===== src/source/frame_table_pkg.sv =====
// ##########################################################################
// Frame table parser shared definitions
// Field geometry, buffer depths, credit limits and the payload types
// used by the ingress buffer, the field extractors and the result arbiter
// ##########################################################################

package frame_table_pkg;

    // One byte of the incoming frame stream
    typedef logic [7:0] byte_t;

    // Key field sits at the very start of the frame
    localparam int KEY_BYTES  = 16;
    localparam int KEY_OFFSET = 0;

    // Tag field follows directly behind the key
    localparam int TAG_BYTES  = 4;
    localparam int TAG_OFFSET = 16;

    // Byte [N-1] is the first byte of the field, so the field reads
    // most significant byte first
    typedef byte_t [KEY_BYTES-1:0] key_t;
    typedef byte_t [TAG_BYTES-1:0] tag_t;

    // Result bus is as wide as the largest field
    localparam int RESULT_W = $bits(key_t);

    // Ingress buffer geometry, also the sender's starting credit count
    localparam int FIFO_DEPTH = 8;
    localparam int FIFO_PTR_W = $clog2(FIFO_DEPTH);
    localparam int FIFO_CNT_W = $clog2(FIFO_DEPTH + 1);

    // Byte position within a frame, saturating at the top value
    localparam int INDEX_W = 5;

    // Result credits held by the arbiter
    localparam int OUT_CREDITS_MAX = 4;
    localparam int CREDIT_W        = $clog2(OUT_CREDITS_MAX + 1);

    // Frame sequence number, wraps around
    typedef logic [7:0] frame_id_t;

    // Which field a result on the bus carries
    typedef enum logic {
        FIELD_KEY = 1'b0,
        FIELD_TAG = 1'b1
    } field_sel_t;

endpackage


===== src/source/ingress_credit_fifo.sv =====
// ##########################################################################
// Ingress byte buffer with credit return
// Circular buffer that accepts every beat, pops while not stalled, returns
// one credit per pop and tracks byte position and frame number
// ##########################################################################

`timescale 1ns/100ps

module ingress_credit_fifo
    import frame_table_pkg::*;
(
    input  logic                 clock,
    input  logic                 rst_n,
    input  logic                 in_valid,
    input  byte_t                in_data,
    input  logic                 in_last,
    output logic                 in_credit,
    input  logic                 pop_stall,
    output logic                 pop_valid,
    output byte_t                pop_data,
    output logic                 pop_last,
    output logic [INDEX_W-1:0]   pop_index,
    output frame_id_t            pop_frame_id
);

    // Storage holds the byte and its end of frame flag side by side
    byte_t                  data_mem [FIFO_DEPTH];
    logic                   last_mem [FIFO_DEPTH];
    logic [FIFO_PTR_W-1:0]  wr_ptr;
    logic [FIFO_PTR_W-1:0]  rd_ptr;
    logic [FIFO_CNT_W-1:0]  count;

    // The sender spends a credit per beat, so there is always room
    assign pop_valid = (count != '0) && !pop_stall;
    assign pop_data  = data_mem[rd_ptr];
    assign pop_last  = last_mem[rd_ptr];

    always_ff @(posedge clock) begin
        if (in_valid) begin
            data_mem[wr_ptr] <= in_data;
            last_mem[wr_ptr] <= in_last;
        end
    end

    always_ff @(posedge clock or negedge rst_n) begin
        if (!rst_n) begin
            wr_ptr       <= '0;
            rd_ptr       <= '0;
            count        <= '0;
            in_credit    <= 1'b0;
            pop_index    <= '0;
            pop_frame_id <= '0;
        end else begin
            if (in_valid) begin
                wr_ptr <= (wr_ptr == FIFO_PTR_W'(FIFO_DEPTH - 1)) ? '0 : wr_ptr + 1'b1;
            end
            if (pop_valid) begin
                rd_ptr <= (rd_ptr == FIFO_PTR_W'(FIFO_DEPTH - 1)) ? '0 : rd_ptr + 1'b1;
            end
            count     <= count + FIFO_CNT_W'(in_valid) - FIFO_CNT_W'(pop_valid);
            in_credit <= pop_valid;

            // Position restarts and the frame number advances after a last byte
            if (pop_valid) begin
                if (pop_last) begin
                    pop_index    <= '0;
                    pop_frame_id <= pop_frame_id + 1'b1;
                end else if (pop_index != '1) begin
                    pop_index <= pop_index + 1'b1;
                end
            end
        end
    end

endmodule


===== src/source/field_extractor.sv =====
// ##########################################################################
// Fixed offset field extractor
// Captures one field per frame from the popped byte stream and holds it,
// with its frame number, until the result arbiter grants it
// ##########################################################################

`timescale 1ns/100ps

module field_extractor
    import frame_table_pkg::*;
#(
    parameter type field_t = key_t,
    parameter int  OFFSET  = KEY_OFFSET
) (
    input  logic                 clock,
    input  logic                 rst_n,
    input  logic                 pop_valid,
    input  byte_t                pop_data,
    input  logic                 pop_last,
    input  logic [INDEX_W-1:0]   pop_index,
    input  frame_id_t            pop_frame_id,
    output logic                 hold,
    output field_t               field_value,
    output frame_id_t            field_frame_id,
    input  logic                 grant
);

    localparam int FIELD_W     = $bits(field_t);
    localparam int FIELD_BYTES = FIELD_W / 8;
    localparam int LAST_POS    = OFFSET + FIELD_BYTES - 1;

    logic [FIELD_W-1:0] capture;
    logic [FIELD_W-1:0] capture_next;
    logic               done;
    logic               complete;

    // Build the next capture value, starting clean on the first byte of a frame
    always_comb begin
        int pos;
        pos          = int'(pop_index) - OFFSET;
        capture_next = (pop_index == '0) ? '0 : capture;
        if ((pos >= 0) && (pos < FIELD_BYTES)) begin
            capture_next[(FIELD_BYTES - 1 - pos) * 8 +: 8] = pop_data;
        end
    end

    // The field is finished by its final byte or by an early end of frame
    assign complete = pop_valid && !done
                      && ((int'(pop_index) == LAST_POS) || pop_last);

    always_ff @(posedge clock) begin
        if (pop_valid) begin
            capture <= capture_next;
        end
        if (complete) begin
            field_value    <= field_t'(capture_next);
            field_frame_id <= pop_frame_id;
        end
    end

    always_ff @(posedge clock or negedge rst_n) begin
        if (!rst_n) begin
            done <= 1'b0;
            hold <= 1'b0;
        end else begin
            // Only one result per frame, rearmed when the frame ends
            if (pop_valid) begin
                if (pop_last) begin
                    done <= 1'b0;
                end else if (complete) begin
                    done <= 1'b1;
                end
            end

            // Popping is stalled while holding, so completion and grant never meet
            if (complete) begin
                hold <= 1'b1;
            end else if (grant) begin
                hold <= 1'b0;
            end
        end
    end

endmodule


===== src/source/result_arbiter.sv =====
// ##########################################################################
// Result arbiter
// Shares the credit controlled result bus between the key and tag
// extractors, round-robin, one grant per cycle
// ##########################################################################

`timescale 1ns/100ps

module result_arbiter
    import frame_table_pkg::*;
(
    input  logic                  clock,
    input  logic                  rst_n,
    input  logic                  key_hold,
    input  key_t                  key_value,
    input  frame_id_t             key_frame_id,
    input  logic                  tag_hold,
    input  tag_t                  tag_value,
    input  frame_id_t             tag_frame_id,
    output logic                  key_grant,
    output logic                  tag_grant,
    input  logic                  out_credit,
    output logic                  out_valid,
    output field_sel_t            out_sel,
    output frame_id_t             out_frame_id,
    output logic [RESULT_W-1:0]   out_data
);

    logic [CREDIT_W-1:0] credits;
    logic [CREDIT_W-1:0] credits_sum;
    field_sel_t          last_winner;
    logic                key_elig;
    logic                tag_elig;
    logic                pick_key;
    logic                pick_tag;

    // A holder granted last cycle is dropping its hold right now
    assign key_elig = key_hold && !key_grant && (credits != '0);
    assign tag_elig = tag_hold && !tag_grant && (credits != '0);

    // When both want the bus, the one that lost last time goes first
    assign pick_key = key_elig && (!tag_elig || (last_winner == FIELD_TAG));
    assign pick_tag = tag_elig && !pick_key;

    // A credit is spent as soon as the grant is issued
    assign credits_sum = credits + CREDIT_W'(out_credit) - CREDIT_W'(pick_key || pick_tag);

    always_ff @(posedge clock or negedge rst_n) begin
        if (!rst_n) begin
            credits     <= '0;
            last_winner <= FIELD_TAG;
            key_grant   <= 1'b0;
            tag_grant   <= 1'b0;
            out_valid   <= 1'b0;
        end else begin
            credits   <= (credits_sum > CREDIT_W'(OUT_CREDITS_MAX))
                         ? CREDIT_W'(OUT_CREDITS_MAX) : credits_sum;
            key_grant <= pick_key;
            tag_grant <= pick_tag;
            if (pick_key) begin
                last_winner <= FIELD_KEY;
            end else if (pick_tag) begin
                last_winner <= FIELD_TAG;
            end
            out_valid <= key_grant || tag_grant;
        end
    end

    // Field values stay put while held, so they are taken in the grant cycle
    always_ff @(posedge clock) begin
        if (tag_grant) begin
            out_sel      <= FIELD_TAG;
            out_frame_id <= tag_frame_id;
            out_data     <= {{(RESULT_W - $bits(tag_t)){1'b0}}, tag_value};
        end else if (key_grant) begin
            out_sel      <= FIELD_KEY;
            out_frame_id <= key_frame_id;
            out_data     <= key_value;
        end
    end

endmodule


===== src/source/frame_table_parser_top.sv =====
// ##########################################################################
// Frame table parser top level
// Ingress buffer feeding key and tag extractors, with their results
// merged onto one credit controlled result bus
// ##########################################################################

`timescale 1ns/100ps

module frame_table_parser_top
    import frame_table_pkg::*;
(
    input  logic                  clock,
    input  logic                  rst_n,
    input  logic                  in_valid,
    input  byte_t                 in_data,
    input  logic                  in_last,
    output logic                  in_credit,
    input  logic                  out_credit,
    output logic                  out_valid,
    output field_sel_t            out_sel,
    output frame_id_t             out_frame_id,
    output logic [RESULT_W-1:0]   out_data
);

    logic               pop_stall;
    logic               pop_valid;
    byte_t              pop_data;
    logic               pop_last;
    logic [INDEX_W-1:0] pop_index;
    frame_id_t          pop_frame_id;

    logic               key_hold;
    key_t               key_value;
    frame_id_t          key_frame_id;
    logic               key_grant;
    logic               tag_hold;
    tag_t               tag_value;
    frame_id_t          tag_frame_id;
    logic               tag_grant;

    // Either pending result freezes the shared byte stream
    assign pop_stall = key_hold | tag_hold;

    ingress_credit_fifo ingress_fifo (
        .clock        (clock),
        .rst_n        (rst_n),
        .in_valid     (in_valid),
        .in_data      (in_data),
        .in_last      (in_last),
        .in_credit    (in_credit),
        .pop_stall    (pop_stall),
        .pop_valid    (pop_valid),
        .pop_data     (pop_data),
        .pop_last     (pop_last),
        .pop_index    (pop_index),
        .pop_frame_id (pop_frame_id)
    );

    field_extractor #(.field_t(key_t), .OFFSET(KEY_OFFSET)) key_extractor (
        .clock          (clock),
        .rst_n          (rst_n),
        .pop_valid      (pop_valid),
        .pop_data       (pop_data),
        .pop_last       (pop_last),
        .pop_index      (pop_index),
        .pop_frame_id   (pop_frame_id),
        .hold           (key_hold),
        .field_value    (key_value),
        .field_frame_id (key_frame_id),
        .grant          (key_grant)
    );

    field_extractor #(.field_t(tag_t), .OFFSET(TAG_OFFSET)) tag_extractor (
        .clock          (clock),
        .rst_n          (rst_n),
        .pop_valid      (pop_valid),
        .pop_data       (pop_data),
        .pop_last       (pop_last),
        .pop_index      (pop_index),
        .pop_frame_id   (pop_frame_id),
        .hold           (tag_hold),
        .field_value    (tag_value),
        .field_frame_id (tag_frame_id),
        .grant          (tag_grant)
    );

    result_arbiter arbiter (
        .clock        (clock),
        .rst_n        (rst_n),
        .key_hold     (key_hold),
        .key_value    (key_value),
        .key_frame_id (key_frame_id),
        .tag_hold     (tag_hold),
        .tag_value    (tag_value),
        .tag_frame_id (tag_frame_id),
        .key_grant    (key_grant),
        .tag_grant    (tag_grant),
        .out_credit   (out_credit),
        .out_valid    (out_valid),
        .out_sel      (out_sel),
        .out_frame_id (out_frame_id),
        .out_data     (out_data)
    );

endmodule


===== config.mk =====
export PLATFORM = sky130hd
export DESIGN_NAME = frame_table_parser_top
export DESIGN_NICKNAME = d
export VERILOG_FILES = /design/src/source/frame_table_pkg.sv /design/src/source/ingress_credit_fifo.sv /design/src/source/field_extractor.sv /design/src/source/result_arbiter.sv /design/src/source/frame_table_parser_top.sv
export SDC_FILE = /design/constraint.sdc
export NUM_CORES = 1
export LEC_CHECK = 0
export BUFFER_PORTS_ARGS = -buffer_cell sky130_fd_sc_hd__buf_2
export CORE_MARGIN = 8
export CORE_UTILIZATION = 39
export CTS_CLUSTER_DIAMETER = 120
export DETAILED_ROUTE_END_ITERATION = 8
export GPL_TIMING_DRIVEN = 1
export PLACE_DENSITY_LB_ADDON = 0.12
export SLEW_MARGIN = 20
export SYNTH_ARGS = -nofsm -noshare
export SYNTH_HDL_FRONTEND = slang
export SYNTH_SLANG_ARGS = --single-unit

===== constraint.sdc =====
create_clock -name clock -period 22.7 [get_ports clock]
set_input_delay 1.135 -clock clock [delete_from_list [all_inputs] [get_ports clock]]
set_output_delay 1.135 -clock clock [all_outputs]
set_load 0.02 [all_outputs]

==> flow_summary_export.csv, run 1 <==
group,metric,value,unit
route,route.detailed.wl_per_inst,21.2,µm
finish,area_growth,15.9,%
power_and_ir_drop,cell_pwr_density,160,nW/µm²
finish,nets,1704,
sta,tns,0,ps
sta,report.final.slew_viol_count,0,
route,drt_iter0_drc,768,
clocking,cts-root-buf,"clkbuf_16",
route,detailedRoute.firstPassIterationCount,5,
die,rows,89,
hold_path,classification_of_the_worst_slack_hold_path,"reg -> reg",
sta,grt_setup_unrepaired,"no",
power_and_ir_drop,total_leakage_power,10.5,nW
clocking,postCtsSetupBuffers,0,
placement,dpl-instance-area,24500,µm²
logic_synthesis,syn_avg_cell_area,15.3,µm²
finish,post_route_core_utilization,0.454,
placement,post-dp-hpwl,33600,µm
clocking,max-clock-path-buffers,3,
route,wirelength,52700,µm
run_status,run_status,"completed",
clocking,cts-buffers-inserted,60,
sta,layout_worst_path_cycle_share,0.185,
clocking,worst_skew_pair.late_latency,620,ps
grt,grt_first_pass_wirelength,79700,µm
sta,final.setup_skew,29.7,ps
die,starting_density,0.391,
logic_synthesis,yosys.cell_types.count,60,
logic_synthesis,biggest_area_contributors_in_the_synthesized_netlist,"edfxtp_1 (59%), mux2i_1 (11%), dfxtp_1 (8.5%)",
logic_synthesis,synth.ff_latch_count,580,
route,postRouteAntennaNets,0,
logic_synthesis,syn_area,22900,µm²
critical_path,path_class,"reg -> reg",
die,core_area,58600,µm²
sta,maxClockFrequency,0.238,GHz
finish,final_cell_count_no_fill,2482,
logic_synthesis,syn_nets,1545,
grt,first_global_vias,12700,
clocking,clock-sinks,580,
logic_synthesis,synth_seq_area_share,0.710,
finish,layout-drive-gt1-share,0.209,
logic_synthesis,yosys_most_used_dff,"edfxtp_1",
clocking,htreeDepth,2,
logic_synthesis,synth-async-reset-ratio,0.0603,
logic_synthesis,synth_area_leader_cell,"edfxtp_1",
logic_synthesis,synth_enable_flop_cells,448,
logic_synthesis,synth.yosys.warnings,0,
grt,antenna_found_initial,1,
placement,port_buffers,151,
route,vias,12300,
sta,finalHoldViolations,0,
die,die_width,258,µm
grt,pin_count_of_the_biggest_net_entering_global_routing,93,
route,remaining_drc_errors,0,
sta,fin_worst_setup_slack,18500,ps
clocking,cts_tree,"yes",
critical_path,setup.worst_path.end_class,"flip-flop",
placement,place_ws,18480,ps
clocking,cts_hold_buf,0,
sta,timing_worst_slew_pin_value,1120,ps
grt,grt.total_usage,0.154,
route,routed_via_density,4.94,
critical_path,crit_path_max_fanout,16,
sta,relSlewSlack,0.256,
sta,final.min_clock_period,4200,ps
die,total_die_area,66800,µm²
logic_synthesis,post-synth-top-area-fraction,0.587,
finish,diodes_inserted,0,
die,die-height,258,µm
finish,postLayoutCellArea,26600,µm²
critical_path,worst_setup_path_start_kind,"flip-flop",
logic_synthesis,post_synth_inst_count,1498,
grt,grt_overflow_total,0,
clocking,ctsResizeCount,0,
placement,placedCellCount,2367,
critical_path,timing.critical_path.required,23040,ps
clocking,clk_transition_reported_paths,60,ps
power_and_ir_drop,ir_worst_vdd,0.0000973,V
critical_path,crit_arrival,4540,ps
placement,gpl.final_weighted_congestion,0.799,
die,floorplan.io_pins,152,
sta,timing.final.setup_violations,0,
job,max-cap-violations,0,
power breakdown:
part	internal [mW]	switching, mW	leakage, nW
registers	1.75	0.192	5.50
clock network	0.624	0.406	1.03
logic	0.395	0.884	3.93
total	2.77	1.48	10.5
cells in the final DEF (no fill, tap or decap), drive strengths merged, types with 27 or more instances in the layout:
master	count
edfxtp	448
mux2i	241
nand2	202
buf	160
nor2	127
dfxtp	97
clkbuf	81
mux2	53
dfrtp	34
ha	32
nand3	32
inv	27
o21ai	27
worst paths after layout:
path | from | end | slack (ps) | depth (start not counted)
max | ingress_fifo.pop_index[2]$_DFFE_PN0P_ | tag_extractor.capture[15]$_DFFE_PP_ | 18500 | 12
min | ingress_fifo.pop_frame_id[7]$_DFFE_PN0P_ | ingress_fifo.pop_frame_id[7]$_DFFE_PN0P_ | 480 | 1
max reg2reg | ingress_fifo.pop_index[2]$_DFFE_PN0P_ | tag_extractor.capture[15]$_DFFE_PP_ | 18500 | 12
min reg2reg | ingress_fifo.pop_frame_id[7]$_DFFE_PN0P_ | ingress_fifo.pop_frame_id[7]$_DFFE_PN0P_ | 480 | 1
max in group asynchronous | rst_n | arbiter.key_grant$_DFF_PN0_ | 21390 | 1
min in group asynchronous | rst_n | ingress_fifo.wr_ptr[2]$_DFFE_PN0P_ | 650 | 1
state kept, by name (all words and copies together), names as in the netlist, 32 cells and up:
name and count:
arbiter.out_data 128, ingress_fifo.data_mem 64, key_extractor.capture 128, key_extractor.field_value 128, tag_extractor.capture 32, tag_extractor.field_value 32
layer usage:
| metal | track usage | part of all wire | up-vias |
|---|---|---|---|
| li1 | - | - | 5829 |
| met1 | 0.204 | 0.45 | 6118 |
| met2 | 0.259 | 0.48 | 223 |
| met3 | 0.0290 | 0.045 | 86 |
| met4 | 0.0423 | 0.022 | 2 |
| met5 | 0 | 0.00025 | - |
layout make-up:
class | count | area [µm²]
clock inverters | 33 | 394
flip-flops and latches | 580 | 16300
inverters | 27 | 106
fillers | 5269 | 32000
clock buffers | 81 | 1690
well taps | 773 | 967
repair buffers | 160 | 843
multi-input cells | 828 | 6290
Yosys cell counts, drive strengths merged, types with 26 or more instances:
| library cell | count |
|---|---|
| nand3 | 32 |
| dfxtp | 97 |
| clkbuf | 30 |
| nand2 | 202 |
| inv | 26 |
| o21ai | 27 |
| mux2i | 241 |
| edfxtp | 448 |
| ha | 32 |
| buf | 33 |
| dfrtp | 34 |
| nor2 | 127 |
| mux2 | 53 |
kinds of logic after synthesis:
family | after synthesis | synth area share
adder cells (fa/ha/maj) | 34 | 0.0192
flip-flops | 580 | 0.710
multiplexers | 312 | 0.149
XOR/XNOR | 15 | 0.00606
AO/OA/AOI/OAI | 44 | 0.0112
AND/OR/NAND/NOR | 423 | 0.0868
buffers and inverters | 90 | 0.0178
through the flow:
| stage | power (mW) | hold slack [ps] |
|---|---|---|
| 2_1_floorplan | 2.79 | 454 |
| 3_3_place_gp | 3.25 | 462 |
| 3_5_place_dp | 3.28 | 475 |
| 4_1_cts | 4.32 | 489 |
| 5_1_grt | 4.49 | 505 |
| 6_report | 4.25 | 485 |
worst max-delay path, cell delays in order, from the launching register on:
cell     delay (ps)
dfrtp_1         460
inv_1           140
ha_1            240
inv_1            60
ha_1            340
nor3b_1         530
nand2_1         150
ha_1            310
or4bb_1         540
nor4_4          380
nand4_2         440
nand3_1         240
o21ai_1         100
(Power assumes the default switching activity.)
==> inputs of run 2 (changes only) <==
Clock period 22.7 ns to 4.01 ns, I/O delays scaled along.
==> run 2 against run 1 <==
Net effect:
- global-route usage grew 0.27 points
- via count grew 2.0%
- core utilization grew 0.47 points
- critical endpoint is now tag_extractor.field_value[22]$_DFFE_PP_
- clock power grew to 5.4 times the previous value
- worst hold slack lost 230 ps
- clock skew shrank 5.3 ps
- register-to-register slack lost 18000 ps
==> flow_summary_export.csv, run 2 (same netlist as run 1, synthesis figures left out) <==
group,metric,value,unit
clocking,worst_skew_pair.late_latency,590,ps
critical_path,critical_path.n_buffers_inverters,5,
finish,multi_input_comb_area,6300,µm²
route,route.detailed.wl_per_inst,21.1,µm
finish,layout.cells.most_common_list,"edfxtp_1 (448), mux2i_1 (241), nand2_1 (200), buf_2 (151), nor2_1 (121)",
clocking,cts_tree,"yes",
hold_path,classification_of_the_worst_slack_hold_path,"in -> async",
critical_path,timing.critical_path.required,4310,ps
power_and_ir_drop,ir_worst_vdd,0.000563,V
sta,final.setup_skew,24.4,ps
sta,grt_setup_unrepaired,"no",
sta,final.min_clock_period,3820,ps
critical_path,critPathMostFrequentCell,"buf_4",
finish,layout.cells.most_common,"edfxtp_1",
die,die_width,258,µm
route,routed_via_density,4.95,
sta,tns,0,ps
grt,pin_count_of_the_biggest_net_entering_global_routing,117,
route,vias,12500,
sta,report.final.slew_viol_count,0,
critical_path,worst_setup_path_start_kind,"flip-flop",
grt,grt_overflow_total,0,
clocking,cts-root-buf,"clkbuf_16",
clocking,max-clock-path-buffers,3,
run_status,run_status,"completed",
route,detailedRoute.firstPassIterationCount,7,
critical_path,timing.critical_path.max_delay_family,"simple AND/OR/NAND/NOR gates",
job,max-cap-violations,0,
finish,filler_cell_count,5227,
clocking,clock-sinks,580,
sta,maxClockFrequency,0.262,GHz
finish,top_regs,"arbiter.out_data: 128 flops, key_extractor.capture: 128 flops, key_extractor.field_value: 128 flops",
grt,grt.total_usage,0.157,
clocking,cts-buffers-inserted,66,
die,total_die_area,66800,µm²
placement,post-dp-hpwl,33800,µm
critical_path,slowest_stage_cell_on_the_critical_path,"or4bb_1",
power_and_ir_drop,total_leakage_power,10.6,nW
sta,timing_worst_slew_pin_value,1030,ps
finish,diodes_inserted,0,
die,die-height,258,µm
critical_path,crit_arrival,4120,ps
die,starting_density,0.391,
sta,layout_worst_path_cycle_share,0.954,
finish,seq_area,16300,µm²
placement,port_buffers,151,
sta,relSlewSlack,0.312,
critical_path,crit_path_max_fanout,16,
power_and_ir_drop,cell_pwr_density,894,nW/µm²
route,drt_iter0_drc,909,
placement,placedCellCount,2392,
critical_path,path_class,"reg -> reg",
sta,finalHoldViolations,0,
grt,antenna_found_initial,3,
grt,grt_first_pass_wirelength,80400,µm
die,rows,89,
finish,final_cell_count_no_fill,2526,
finish,post_route_core_utilization,0.458,
grt,first_global_vias,12600,
critical_path,cp_cell_sequence,"inv_1, ha_2, inv_1, ha_1, nor3b_1, buf_4, nand2_1, ha_1, or4bb_1, nor4_4, buf_4, nand4_2, buf_4, nand3_1, o21ai_1",
placement,gpl.final_weighted_congestion,0.763,
die,core_area,58600,µm²
finish,layout-drive-gt1-share,0.215,
clocking,clk_transition_reported_paths,60,ps
die,floorplan.io_pins,152,
clocking,htreeDepth,3,
critical_path,timing.critical_path.slowest_cell_delay,540,ps
route,postRouteAntennaNets,0,
route,wirelength,53200,µm
route,remaining_drc_errors,0,
sta,timing.final.setup_violations,0,
critical_path,setup.worst_path.end_class,"flip-flop",
finish,nets,1748,
finish,area_growth,17.1,%
run 2: area by class of cell:
class,instances,area share
Clock buffer,104,0.0711
Timing Repair Buffer,198,0.0438
Multi-Input combinational cell,828,0.235
Inverter,27,0.00475
Sequential cell,580,0.606
Clock inverter,16,0.00322
Tap cell,773,0.0360
run 2: metal layers:
layer  vias to the layer above  wire, µm  global-route usage
met1                      6227     23200               0.201
met4                         0      1220              0.0544
met5                         -         0                   0
met3                        73      2390              0.0301
met2                       252     26400               0.266
li1                       5948         -                   -
run 2: timing repair:
item,4_1_cts,5_1_grt
endpoints found under the setup margin,0,39
endpoints found under the hold margin,111,0
setup buffers,0,1
gates resized for setup,0,2
hold buffers,12,0
run 2: worst paths after layout:
kind	depth (start not counted)	from	slack, ps	end
hold reg to reg	2	arbiter.out_sel$_SDFFE_PP1P_	480	arbiter.out_sel$_SDFFE_PP1P_
max in group asynchronous	2	rst_n	3100	arbiter.key_grant$_DFF_PN0_
setup reg to reg	15	ingress_fifo.pop_index[2]$_DFFE_PN0P_	190	tag_extractor.field_value[22]$_DFFE_PP_
setup / recovery	15	ingress_fifo.pop_index[2]$_DFFE_PN0P_	190	tag_extractor.field_value[22]$_DFFE_PP_
hold / removal	2	rst_n	250	ingress_fifo.wr_ptr[1]$_DFFE_PN0P_
min in group clock	2	in_data[2]	430	ingress_fifo.data_mem[5][2]$_DFFE_PP_
run 2: report_power, final:
part	total (mW)	switching [mW]	internal, mW
Sequential	10.9	0.948	9.91
Clock	5.60	2.33	3.27
Combinational	7.55	5.20	2.36
run 2: per-stage QoR:
step | hold slack (ps) | power (mW) | instance area [µm²] | setup slack (ps)
after floorplan | -95.1 | 15.6 | 23000 | 39.0
after global placement | 362 | 18.5 | 24700 | 200
after detailed placement | 377 | 18.7 | 24700 | 99.2
after CTS | 276 | 24.4 | 26800 | 53.4
after global routing | 338 | 25.4 | 26800 | 16.9
final | 254 | 24.0 | 26800 | 186
==> inputs of run 3 (changes only) <==
--- a/config.mk
+++ b/config.mk
@@ -7,4 +7,5 @@
 export LEC_CHECK = 0
 export BUFFER_PORTS_ARGS = -buffer_cell sky130_fd_sc_hd__buf_2
+export CORE_ASPECT_RATIO = 0.5
 export CORE_MARGIN = 8
 export CORE_UTILIZATION = 39
==> constraint.sdc (replaced) <==
create_clock -name clock -period 4.01 [get_ports clock]
set_input_delay 0.802 -clock clock [delete_from_list [all_inputs] [get_ports clock]]
set_output_delay 0.802 -clock clock [all_outputs]
set_load 0.05 [all_outputs]
==> run 3 against run 2 <==
Net effect:
- first-iteration DRC count decreased by 2.4%
- wire length down 3.3%
- combinational power up 16%
- worst hold slack gained 49 ps
- non-clock buffer count down 14
- sequential share of layout area increased by 0.84 points
- total power rose by 3.1%
- cell count down 1.5%
- highest routed layer is now met5
==> flow_summary_export.csv, run 3 (same netlist as run 1, synthesis figures left out) <==
group,metric,value,unit
finish,seq_area,16300,µm²
clocking,max-clock-path-buffers,3,
finish,layout.cells.most_common,"edfxtp_1",
die,rows,62,
clocking,cts-buffers-inserted,54,
sta,report.final.slew_viol_count,0,
finish,layout.cells.most_common_list,"edfxtp_1 (448), mux2i_1 (241), nand2_1 (200), buf_2 (151), nor2_1 (121)",
sta,final.min_clock_period,3760,ps
clocking,cts_tree,"yes",
finish,top_regs,"arbiter.out_data: 128 flops, key_extractor.capture: 128 flops, key_extractor.field_value: 128 flops",
finish,area_growth,15.5,%
grt,grt.total_usage,0.150,
sta,timing_worst_slew_pin_value,1060,ps
finish,final_cell_count_no_fill,2488,
route,detailedRoute.firstPassIterationCount,5,
placement,placedCellCount,2386,
clocking,clk_transition_reported_paths,60,ps
route,vias,12500,
finish,layout-drive-gt1-share,0.211,
grt,grt_first_pass_wirelength,79500,µm
clocking,cts-root-buf,"clkbuf_16",
power_and_ir_drop,cell_pwr_density,935,nW/µm²
clocking,worst_skew_pair.late_latency,600,ps
hold_path,classification_of_the_worst_slack_hold_path,"in -> async",
finish,multi_input_comb_area,6310,µm²
sta,tns,0,ps
job,max-cap-violations,0,
grt,first_global_vias,12800,
critical_path,crit_arrival,4080,ps
route,routed_via_density,5.02,
finish,diodes_inserted,0,
placement,post-dp-hpwl,33200,µm
run_status,run_status,"completed",
critical_path,timing.critical_path.slowest_cell_delay,530,ps
critical_path,worst_setup_path_start_kind,"flip-flop",
finish,nets,1722,
critical_path,crit_path_max_fanout,16,
route,route.detailed.wl_per_inst,20.7,µm
die,die_width,359,µm
die,total_die_area,67300,µm²
finish,filler_cell_count,5095,
placement,gpl.final_weighted_congestion,0.769,
critical_path,reg_to_reg_start,"ingress_fifo.pop_index[3]$_DFFE_PN0P_",
critical_path,timing.critical_path.max_delay_family,"simple AND/OR/NAND/NOR gates",
critical_path,slowest_stage_cell_on_the_critical_path,"or4bb_1",
die,floorplan.io_pins,152,
grt,antenna_found_initial,2,
sta,final.setup_skew,26.2,ps
route,postRouteAntennaNets,0,
critical_path,timing.rr.end,"tag_extractor.field_value[27]$_DFFE_PP_",
die,starting_density,0.397,
route,wirelength,51400,µm
grt,pin_count_of_the_biggest_net_entering_global_routing,137,
grt,grt_overflow_total,0,
sta,finalHoldViolations,0,
critical_path,path_class,"reg -> reg",
clocking,htreeDepth,2,
sta,layout_worst_path_cycle_share,0.938,
power_and_ir_drop,total_leakage_power,10.4,nW
route,drt_iter0_drc,887,
clocking,cts_hold_buf,0,
critical_path,timing.critical_path.required,4330,ps
critical_path,cp_cell_sequence,"inv_1, ha_2, inv_1, ha_1, nor3b_1, buf_4, nand2_1, ha_1, or4bb_1, nor4_4, buf_4, nand4_4, nand3_1, o21ai_1",
clocking,clock-sinks,580,
die,die-height,187,µm
die,core_area,57700,µm²
power_and_ir_drop,ir_worst_vdd,0.000478,V
critical_path,ff2ff_setup_slack,250,ps
critical_path,reg2reg_depth,14,
sta,timing.final.setup_violations,0,
route,remaining_drc_errors,0,
sta,maxClockFrequency,0.266,GHz
sta,relSlewSlack,0.288,
critical_path,critical_path.n_buffers_inverters,4,
placement,port_buffers,151,
critical_path,setup.worst_path.end_class,"flip-flop",
-- run 3: changes by cell type in the layout (fill, tap and decap cells not counted), moves of 3 or more --
cell / before / now
clkbuf_1: 30 / 17
clkbuf_8: 5 / 0
clkbuf_16: 69 / 55
clkinv_1: 6 / 13
dlygate4sd3_1: 12 / 0
bufinv_16: 0 / 6
buf_4: 32 / 29
-- run 3: area by class of cell --
cell class / instances / share of cell area
Inverter: 27 / 0.00482
Timing Repair Buffer: 184 / 0.0398
Clock inverter: 29 / 0.0115
Tap cell: 768 / 0.0363
Multi-Input combinational cell: 828 / 0.238
Clock buffer: 72 / 0.0544
Sequential cell: 580 / 0.615
-- run 3: per-stage QoR --
step / power (mW) / cell area [µm²] / setup slack (ps) / utilization / hold slack (ps)
2_1_floorplan: 16.9 / 23000 / 39.0 / - / 454
3_3_place_gp: 19.6 / 24700 / 207 / 0.428 / 464
3_5_place_dp: 19.9 / 24700 / 96.8 / 0.428 / 458
4_1_cts: 25.1 / 26500 / 78.7 / 0.458 / 322
5_1_grt: 26.1 / 26500 / -7.30 / 0.459 / 353
6_report: 24.8 / 26500 / 249 / 0.459 / 303
-- run 3: repair_timing --
item                                    CTS  global route
endpoints found under the setup margin    0            48
hold endpoints to repair                  0             0
buffers inserted                          0             1
resized for setup                         0             4
-- run 3: power breakdown --
part	total, mW	internal (mW)	switching, mW
Sequential	10.8	9.90	0.915
Combinational	8.79	2.35	6.43
Clock	5.15	2.92	2.23
Total	24.8	15.2	9.58
-- run 3: routing by layer --
layer  track usage  vias up  wire [µm]
met5             0        -         22
met4        0.0292        4        804
met3        0.0273       63       1950
met2         0.250      221      24900
met1         0.205     6314      23800
li1              -     5880          -
-- run 3: worst register-to-register path: stages (launching register included) --
cell and delay [ps]:
dfrtp_1 430, inv_1 160, ha_2 250, inv_1 50, ha_1 350, nor3b_1 210
buf_4 170, nand2_1 60, ha_1 300, or4bb_1 530, nor4_4 270, buf_4 190
nand4_4 220, nand3_1 180, o21ai_1 130
-- run 3: how the worst max path moves through the flow --
| stage | start | endpoint | slack [ps] | cells past startpoint |
|---|---|---|---|---|
| after floorplan | ingress_fifo.count[2]$_DFF_PN0_ | tag_extractor.field_frame_id[0]$_DFFE_PP_ | 40 | 6 |
| after global placement | ingress_fifo.pop_index[3]$_DFFE_PN0P_ | tag_extractor.field_value[28]$_DFFE_PP_ | 210 | 13 |
| after detailed placement | ingress_fifo.pop_index[3]$_DFFE_PN0P_ | tag_extractor.capture[26]$_DFFE_PP_ | 100 | 13 |
| after CTS | ingress_fifo.pop_index[3]$_DFFE_PN0P_ | tag_extractor.field_value[26]$_DFFE_PP_ | 80 | 13 |
| after global routing | ingress_fifo.pop_index[3]$_DFFE_PN0P_ | tag_extractor.field_value[26]$_DFFE_PP_ | -7 | 14 |
| final | ingress_fifo.pop_index[3]$_DFFE_PN0P_ | tag_extractor.field_value[27]$_DFFE_PP_ | 250 | 14 |
